File: config.mk
export PLATFORM = sky130hd
export DESIGN_NAME = tpu_top
export DESIGN_NICKNAME = d
export VERILOG_FILES = /design/src/pkg_tpu.sv /design/src/tpu_front_end.sv /design/src/tpu_scalar_unit.sv /design/src/tpu_vector_lane.sv /design/src/tpu_lane_reduce.sv /design/src/tpu_top.sv
export VERILOG_INCLUDE_DIRS = /design/src /design/src/include
export SDC_FILE = /design/constraint.sdc
export NUM_CORES = 2
export LEC_CHECK = 0
export BUFFER_PORTS_ARGS = -buffer_cell sky130_fd_sc_hd__buf_2
export CAP_MARGIN = 15
export CORE_MARGIN = 1.5
export CORE_UTILIZATION = 40
export DETAILED_ROUTE_END_ITERATION = 8
export HOLD_SLACK_MARGIN = 0.15
export SYNTH_ARGS = -nofsm -noshare
export SYNTH_HDL_FRONTEND = slang
export SYNTH_SLANG_ARGS = --single-unit
export TNS_END_PERCENT = 10
File: constraint.sdc
create_clock -name clock -period 11.4 [get_ports clock]
set_clock_uncertainty 0.2 [all_clocks]
set_input_delay 1.14 -clock clock [delete_from_list [all_inputs] [get_ports clock]]
set_output_delay 1.14 -clock clock [all_outputs]
set_load 0.005 [all_outputs]
File: src/include/tpu_settings.svh
/*
 * Build-time settings of the reduced TPU
 * Lane count, data word width, instruction memory depth
 * and width of the issue number
 */
`ifndef TPU_SETTINGS_SVH
`define TPU_SETTINGS_SVH

// Number of vector lanes built in the top-level generate loop
`define TPU_NUM_LANES	4

`define TPU_DATA_W		16		// Lane data word
`define TPU_IMEM_DEPTH	16		// Instruction memory entries
`define TPU_ISSUE_NO_W	4		// Issue number from the master

`endif

File: src/pkg_tpu.sv
/*
 * Shared types of the reduced TPU
 * Opcode and front-end state enums, instruction field widths
 */
package pkg_tpu;

	////////////////////////////////////////
	// Opcodes
	typedef enum logic [2:0] {
		OP_NOP	= 3'd0,		// No operation
		OP_LDI	= 3'd1,		// rd = imm + lane index
		OP_ADD	= 3'd2,		// rd = ra + rb
		OP_MUL	= 3'd3,		// rd = ra * rb, low half
		OP_SUM	= 3'd4,		// Return rd to reduction
		OP_END	= 3'd5		// Close program
	} opcode_t;

	////////////////////////////////////////
	// Front-end states
	typedef enum logic [1:0] {
		FE_LOAD	= 2'd0,		// Filling instruction memory
		FE_RUN	= 2'd1,		// Program executing
		FE_DONE	= 2'd2		// Termination seen
	} fe_state_t;

	// Field widths, opcode|rd|ra|rb|imm from the MSB down
	localparam int REG_SEL_W	= 2;
	localparam int IMM_W		= 8;
	localparam int INSTR_W		= $bits(opcode_t) + 3 * REG_SEL_W + IMM_W;

endpackage

File: src/tpu_front_end.sv
/*
 * Front end of the reduced TPU
 * Request accept/nack decision, instruction memory with registered read,
 * write pointer, program length, issue number latch and start strobe
 */
`timescale 1ns/1ps
`include "tpu_settings.svh"

module tpu_front_end (
	input	logic							clock,
	input	logic							arst_n,
	input	logic							en_exe,			// Execution allowed
	input	logic							req,			// Request strobe
	input	logic [`TPU_ISSUE_NO_W-1:0]		issue_no,
	input	logic [pkg_tpu::INSTR_W-1:0]	instr,
	input	logic							imem_re,		// Fetch from scalar unit
	input	logic [$clog2(`TPU_IMEM_DEPTH)-1:0]	imem_addr,
	input	logic							run_done,		// END drained by reduction
	output	logic [pkg_tpu::INSTR_W-1:0]	imem_data,
	output	logic [$clog2(`TPU_IMEM_DEPTH):0]	prog_len,
	output	logic							start,
	output	logic							nack,
	output	logic [`TPU_ISSUE_NO_W-1:0]		term_issue_no
);

	localparam int DEPTH	= `TPU_IMEM_DEPTH;
	localparam int PTR_W	= $clog2(DEPTH);
	localparam int LEN_W	= PTR_W + 1;

	logic [pkg_tpu::INSTR_W-1:0]	imem [DEPTH];
	logic [LEN_W-1:0]				wr_ptr;
	pkg_tpu::fe_state_t				state;
	pkg_tpu::opcode_t				req_op;
	logic							started;		// Start already given
	logic							accept;

	assign req_op	= pkg_tpu::opcode_t'(instr[pkg_tpu::INSTR_W-1 -: $bits(pkg_tpu::opcode_t)]);
	assign accept	= req && (state == pkg_tpu::FE_LOAD) && (wr_ptr < LEN_W'(DEPTH));

	////////////////////////////////////////
	// Control FSM
	always_ff @(posedge clock or negedge arst_n) begin
		if (!arst_n) begin
			state			<= pkg_tpu::FE_LOAD;
			wr_ptr			<= '0;
			prog_len		<= '0;
			started			<= 1'b0;
			start			<= 1'b0;
			nack			<= 1'b0;
			term_issue_no	<= '0;
		end else begin
			nack	<= req && !accept;		// Busy or memory full
			start	<= 1'b0;
			case (state)
				pkg_tpu::FE_LOAD: begin
					if (accept) begin
						wr_ptr <= wr_ptr + 1'b1;
						if (wr_ptr == '0)
							term_issue_no <= issue_no;		// First word of program
						if (req_op == pkg_tpu::OP_END) begin
							state		<= pkg_tpu::FE_RUN;
							prog_len	<= wr_ptr + 1'b1;
						end
					end
				end
				pkg_tpu::FE_RUN: begin
					if (en_exe && !started) begin
						start	<= 1'b1;
						started	<= 1'b1;
					end
					if (run_done)
						state <= pkg_tpu::FE_DONE;
				end
				default: begin
					state	<= pkg_tpu::FE_LOAD;
					wr_ptr	<= '0;
					started	<= 1'b0;
				end
			endcase
		end
	end

	// Instruction storage, read data one cycle after imem_re
	always_ff @(posedge clock) begin
		if (accept)
			imem[wr_ptr[PTR_W-1:0]] <= instr;
		if (imem_re)
			imem_data <= imem[imem_addr];
	end

	// Full memory takes no write, the pointer only moves on the clear
	a_no_write_when_full: assert property (@(posedge clock) disable iff (!arst_n)
		(wr_ptr == LEN_W'(DEPTH)) |=> ((wr_ptr == LEN_W'(DEPTH)) || (wr_ptr == '0)));
	a_start_in_run: assert property (@(posedge clock) disable iff (!arst_n)
		start |-> (state == pkg_tpu::FE_RUN));

endmodule

File: src/tpu_scalar_unit.sv
/*
 * Scalar unit of the reduced TPU
 * Program counter, one fetch per cycle from the instruction memory,
 * and the registered vector command broadcast to the lanes
 */
`timescale 1ns/1ps
`include "tpu_settings.svh"

module tpu_scalar_unit (
	input	logic							clock,
	input	logic							arst_n,
	input	logic							start,			// Program ready to run
	input	logic [$clog2(`TPU_IMEM_DEPTH):0]	prog_len,
	input	logic [pkg_tpu::INSTR_W-1:0]	imem_data,
	output	logic							imem_re,
	output	logic [$clog2(`TPU_IMEM_DEPTH)-1:0]	imem_addr,
	output	logic							cmd_valid,		// Command strobe to lanes
	output	logic [pkg_tpu::INSTR_W-1:0]	cmd_instr
);

	localparam int PTR_W	= $clog2(`TPU_IMEM_DEPTH);
	localparam int LEN_W	= PTR_W + 1;

	logic [LEN_W-1:0]	pc;
	logic				busy;			// Fetches after the first
	logic				fetch_vld;		// imem_data holds a word

	// Word 0 is fetched in the start cycle itself
	assign imem_re		= start | busy;
	assign imem_addr	= start ? '0 : pc[PTR_W-1:0];

	////////////////////////////////////////
	// Fetch sequencer
	always_ff @(posedge clock or negedge arst_n) begin
		if (!arst_n) begin
			pc			<= '0;
			busy		<= 1'b0;
			fetch_vld	<= 1'b0;
			cmd_valid	<= 1'b0;
		end else begin
			fetch_vld	<= imem_re;
			cmd_valid	<= fetch_vld;
			if (start) begin
				pc		<= LEN_W'(1);
				busy	<= (prog_len > LEN_W'(1));
			end else if (busy) begin
				pc <= pc + 1'b1;
				if (pc == prog_len - 1'b1)
					busy <= 1'b0;		// Last word fetched
			end
		end
	end

	// Broadcast register
	always_ff @(posedge clock) begin
		if (fetch_vld)
			cmd_instr <= imem_data;
	end

	a_no_start_while_busy: assert property (@(posedge clock) disable iff (!arst_n)
		start |-> !busy);

endmodule

File: src/tpu_vector_lane.sv
/*
 * One vector lane of the reduced TPU
 * Four-entry register file, LDI/ADD/MUL execution,
 * registered return of a register on SUM and of zero on END
 */
`timescale 1ns/1ps
`include "tpu_settings.svh"

module tpu_vector_lane #(
	parameter int LANE_ID = 0
) (
	input	logic							clock,
	input	logic							arst_n,
	input	logic							cmd_valid,
	input	logic [pkg_tpu::INSTR_W-1:0]	cmd_instr,
	output	logic							lane_valid,		// Return to reduction
	output	logic [`TPU_DATA_W-1:0]			lane_data
);

	localparam int DATA_W = `TPU_DATA_W;

	logic [DATA_W-1:0]				regs [2**pkg_tpu::REG_SEL_W];
	logic [$bits(pkg_tpu::opcode_t)-1:0]	op_bits;
	pkg_tpu::opcode_t				op;
	logic [pkg_tpu::REG_SEL_W-1:0]	rd;
	logic [pkg_tpu::REG_SEL_W-1:0]	ra;
	logic [pkg_tpu::REG_SEL_W-1:0]	rb;
	logic [pkg_tpu::IMM_W-1:0]		imm;

	assign {op_bits, rd, ra, rb, imm} = cmd_instr;
	assign op = pkg_tpu::opcode_t'(op_bits);

	// Writes land at the next edge, visible to the following command
	always_ff @(posedge clock) begin
		if (cmd_valid) begin
			case (op)
				pkg_tpu::OP_LDI: regs[rd] <= DATA_W'(imm) + DATA_W'(LANE_ID);
				pkg_tpu::OP_ADD: regs[rd] <= regs[ra] + regs[rb];
				pkg_tpu::OP_MUL: regs[rd] <= regs[ra] * regs[rb];		// Low half kept
				default: ;
			endcase
			lane_data <= (op == pkg_tpu::OP_END) ? '0 : regs[rd];
		end
	end

	always_ff @(posedge clock or negedge arst_n) begin
		if (!arst_n)
			lane_valid <= 1'b0;
		else
			lane_valid <= cmd_valid && (op == pkg_tpu::OP_SUM || op == pkg_tpu::OP_END);
	end

endmodule

File: src/tpu_lane_reduce.sv
/*
 * Reduction unit of the reduced TPU
 * Sums the lane returns into one scalar result,
 * tells SUM from END through a two-entry kind record
 */
`timescale 1ns/1ps
`include "tpu_settings.svh"

module tpu_lane_reduce (
	input	logic							clock,
	input	logic							arst_n,
	input	logic [pkg_tpu::INSTR_W-1:0]	cmd_instr,
	input	logic [`TPU_NUM_LANES-1:0]		lane_valid,
	input	logic [`TPU_NUM_LANES-1:0][`TPU_DATA_W-1:0]	lane_data,
	output	logic							result_valid,
	output	logic [`TPU_DATA_W-1:0]			result,
	output	logic							term,
	output	logic							run_done		// Back to front end
);

	localparam int NUM_LANES	= `TPU_NUM_LANES;
	localparam int DATA_W		= `TPU_DATA_W;

	pkg_tpu::opcode_t	cmd_op;
	logic [1:0]			end_hist;		// [0] lane stage, [1] output stage
	logic				out_vld;
	logic [DATA_W-1:0]	lane_sum;

	assign cmd_op = pkg_tpu::opcode_t'(cmd_instr[pkg_tpu::INSTR_W-1 -: $bits(pkg_tpu::opcode_t)]);

	always_comb begin
		lane_sum = '0;
		for (int i = 0; i < NUM_LANES; i++)
			lane_sum = lane_sum + lane_data[i];		// Wraps modulo 2^16
	end

	always_ff @(posedge clock or negedge arst_n) begin
		if (!arst_n) begin
			end_hist	<= 2'b00;
			out_vld		<= 1'b0;
		end else begin
			end_hist	<= {end_hist[0], cmd_op == pkg_tpu::OP_END};
			out_vld		<= lane_valid[0];
		end
	end

	always_ff @(posedge clock) begin
		if (lane_valid[0])
			result <= lane_sum;
	end

	assign result_valid	= out_vld & ~end_hist[1];
	assign term			= out_vld & end_hist[1];
	assign run_done		= term;

	a_lanes_in_step: assert property (@(posedge clock) disable iff (!arst_n)
		(lane_valid == '0) || (&lane_valid));

endmodule

File: src/tpu_top.sv
/*
 * Top level of the reduced TPU
 * Front end, scalar unit, vector lane array and reduction unit
 */
`timescale 1ns/1ps
`include "tpu_settings.svh"

module tpu_top (
	input	logic							clock,
	input	logic							arst_n,
	input	logic							en_exe,			// Enable executing
	input	logic							req,			// Request from master
	input	logic [`TPU_ISSUE_NO_W-1:0]		issue_no,
	input	logic [pkg_tpu::INSTR_W-1:0]	instr,
	output	logic							nack,			// Request refused
	output	logic							result_valid,
	output	logic [`TPU_DATA_W-1:0]			result,
	output	logic							term,			// Program terminated
	output	logic [`TPU_ISSUE_NO_W-1:0]		term_issue_no
);

	logic									start;
	logic [$clog2(`TPU_IMEM_DEPTH):0]		prog_len;
	logic									imem_re;
	logic [$clog2(`TPU_IMEM_DEPTH)-1:0]		imem_addr;
	logic [pkg_tpu::INSTR_W-1:0]			imem_data;
	logic									cmd_valid;
	logic [pkg_tpu::INSTR_W-1:0]			cmd_instr;
	logic [`TPU_NUM_LANES-1:0]				lane_valid;
	logic [`TPU_NUM_LANES-1:0][`TPU_DATA_W-1:0]	lane_data;
	logic									run_done;

	////////////////////////////////////////
	// Request handling and instruction memory
	tpu_front_end u_front_end (
		.clock(clock),				.arst_n(arst_n),
		.en_exe(en_exe),			.req(req),
		.issue_no(issue_no),		.instr(instr),
		.imem_re(imem_re),			.imem_addr(imem_addr),
		.run_done(run_done),		.imem_data(imem_data),
		.prog_len(prog_len),		.start(start),
		.nack(nack),				.term_issue_no(term_issue_no)
	);

	tpu_scalar_unit u_scalar_unit (
		.clock(clock),				.arst_n(arst_n),
		.start(start),				.prog_len(prog_len),
		.imem_data(imem_data),		.imem_re(imem_re),
		.imem_addr(imem_addr),		.cmd_valid(cmd_valid),
		.cmd_instr(cmd_instr)
	);

	////////////////////////////////////////
	// Lane array
	for (genvar i = 0; i < `TPU_NUM_LANES; i++) begin : g_lane
		tpu_vector_lane #(.LANE_ID(i)) u_lane (
			.clock(clock),				.arst_n(arst_n),
			.cmd_valid(cmd_valid),		.cmd_instr(cmd_instr),
			.lane_valid(lane_valid[i]),	.lane_data(lane_data[i])
		);
	end

	tpu_lane_reduce u_lane_reduce (
		.clock(clock),				.arst_n(arst_n),
		.cmd_instr(cmd_instr),		.lane_valid(lane_valid),
		.lane_data(lane_data),		.result_valid(result_valid),
		.result(result),			.term(term),
		.run_done(run_done)
	);

endmodule

==> impl_results.md <==
- Synth unique cells: 66
- Layout area overhead: 8.52%
- Buffers added on ports: 47
- Vias in the first global route: 31900
- Main flop type after synthesis: edfxtp_1
- Final period utilization: 0.678
- Gpl congestion: roughly 0.85
- Worst-skew pair later-pin latency: 630 ps
- Critical Path AT: 7970 ps
- Die H: 353 um
- CTS Buffer Depth: 3
- Initial Utilization: 0.403
- Hold_buf cts: 0
- CTS sink cnt: 677
- Num CTS Buffers: 72
- Syn_area_per_cell: 12.3 um^2
- DR vias: 30600
- Router iterations before antenna repair: 5
- Post-synth ARST share: 0.0458
- Global Route Usage Sum: 0.199
- Detailed placer's ending HPWL: 84.8 mm
- DR DRC count: 0
- HP Class: reg2reg
- DIE WIDTH: 353 um
- Crit. End Element: flip-flop
- H-tree depth: 3
- I/O pins: between 40 and 50
- Tmin final: just under 8000 ps
- Result of the run: complete, no violations
- Initial antenna violation count: 9
- Root Driver: clkbuf_16
- Rel. slew slack: 0.230
- Top post-synthesis cells by count: edfxtp_1 (642), inv_1 (494), nand2_1 (372)
- Max-Cap Viols: 0
- GRT overflow: 0
- Post_cts resized: 0
- Synth top area cells: edfxtp_1 (39%), fa_1 (14%), mux4_2 (8.8%)
- Yosys top cell by area: edfxtp_1
- Final setup viols: 0
- Critical path class: reg2reg
- EDFF count, synth: 642
- YS warnings: 0
- Rows: 128
- Starting DRT DRC Count: 2310
- Layout cell share with drive strength beyond 1: 0.127
- Final Hold Fails: 0
- Nets: 4652
- Core ar.: 0.122 mm^2
- WL per Instance: ~22 um
- Sequential-to-total area share from yosys stat: 0.410
- Syn Std Cell Area: 0.0490 mm^2
- FF+latch count, synth: 677
- Post-Syn Nets: between 4000 and 5000
- CTS tree: done
- Total wire length: 123 mm
- Max-slew violations: 0
- CTS clk-pin slew, worst paths: ~60 ps
- Die area: 0.125 mm^2
- RSZ-0062 raised after global routing: no
- Worst slew pin tran: 1150 ps
- Post-synth top area share: 0.393
- Most common cell in the netlist: edfxtp_1
- Antenna Nets Post-Route: 0
- Post-CTS Setup Inserts: 0
- Global-route wire length before repair: between 150 and 200 mm
- Routed vias/inst: 5.40
- Required time worst endpoint: 11640 ps
- TNS Setup: 0 ps
- Syn Inst Count: between 3000 and 4000
- Fillers: ~11000
- Crit-path max FO: 33
- Max frequency: 0.129 GHz
- CP startpoint kind: flip-flop
- Largest net degree at the start of global routing: 67
layout by cell type (no fill, tap or decap), types with 13 or more instances in the layout:
cell,instances
nor2_1,111
o211ai_1,15
nand2_1,371
nand2b_1,26
mux2_2,74
nand3_1,13
fa_1,354
dfrtp_1,28
or3_1,14
a211oi_1,28
a221oi_1,23
nor3_1,39
clkbuf_1,20
o21ai_0,119
mux4_2,192
xor2_1,68
xnor2_1,159
nor2b_1,86
mux2i_1,46
a32o_1,17
edfxtp_1,642
buf_4,47
buf_2,47
a21oi_1,158
o21a_1,22
and2_1,263
clkbuf_16,72
inv_1,494
a21o_1,25
ha_1,282
logic make-up (layout without fill, tap and decap cells):
group | count (synthesis) | after routing | share of synthesized area
fa+ha+maj | 636 | 636 | 0.216
flops | 677 | 677 | 0.410
simple gates | 990 | 990 | 0.100
buf+inv | 670 | 719 | 0.0540
compound gates | 479 | 479 | 0.0612
mux | 312 | 312 | 0.115
other cells | 0 | 1 | 0
xor+xnor | 234 | 234 | 0.0434
final cells by class:
| type | instances | area [um^2] | area share |
|---|---|---|---|
| Antenna cell | 1 | 2.50 | 0.0000470 |
| Clock buffer | 92 | 1880 | 0.0353 |
| Clock inverter | 38 | 355 | 0.00668 |
| Inverter | 495 | 1860 | 0.0349 |
| Multi-Input combinational cell | 2651 | 26400 | 0.495 |
| Sequential cell | 677 | 20200 | 0.379 |
| Tap cell | 1625 | 2030 | 0.0382 |
| Timing Repair Buffer | 94 | 588 | 0.0110 |
critical path: stages (launching register included):
cell	delay, ps
dfxtp_4	810
buf_4	720
mux4_2	770
and2_1	250
fa_1	550
inv_1	60
fa_1	530
inv_1	40
ha_1	180
fa_1	460
fa_1	540
inv_1	50
fa_1	470
inv_1	40
ha_1	290
o21a_1	130
o21ai_0	200
a21oi_1	90
o31a_1	290
o41ai_1	350
xnor2_1	170
mux2i_1	90
nor2_1	240
registers in the layout, summed over array words and instances, names as in the netlist, 2 cells and up, named ones only:
signal / count
u_front_end.imem: 272
g_lane.u_lane.regs: 256
g_lane.u_lane.lane_data: 64
u_front_end.imem_data: 17
u_scalar_unit.cmd_instr: 17
u_lane_reduce.result: 16
u_front_end.prog_len: 5
u_front_end.wr_ptr: 5
u_scalar_unit.pc: 5
u_front_end.term_issue_no: 4
u_front_end.state: 2
u_lane_reduce.end_hist: 2
worst paths after layout:
check,slack (ps),cells after the start,from,end
max,3670,22,flip-flop,g_lane[3].u_lane.regs[3][15]
min,170,0,u_lane_reduce.end_hist[0],u_lane_reduce.end_hist[1]
max reg2reg,3670,22,flip-flop,g_lane[3].u_lane.regs[3][15]
min reg2reg,170,0,u_lane_reduce.end_hist[0],u_lane_reduce.end_hist[1]
max in group asynchronous,10050,1,arst_n,u_scalar_unit.pc[0]
min in group asynchronous,380,1,arst_n,u_front_end.term_issue_no[3]
per-layer routing:
metal | GRT usage | routed length, um | vias to the layer above
met4 | 0.0645 | 3790 | 6
li1 | - | - | 13900
met5 | 0 | 44 | -
met2 | 0.335 | 60100 | 870
met3 | 0.0323 | 7540 | 200
met1 | 0.262 | 51600 | 15600
through the flow:
step	cell area [um^2]	utilization	hold WS (ps)	setup slack, ps	cells
6_report	53200	0.437	166	3670	5673
4_1_cts	53200	0.437	161	3570	5672
3_3_place_gp	51000	0.419	154	3620	5542
3_5_place_dp	51000	0.419	141	3590	5542
2_1_floorplan	49000	-	131	3800	3998
5_1_grt	53200	0.437	160	3160	5673
Power is not shown: default switching activity piles up to over one toggle a cycle in this logic, so the estimate is an artifact.
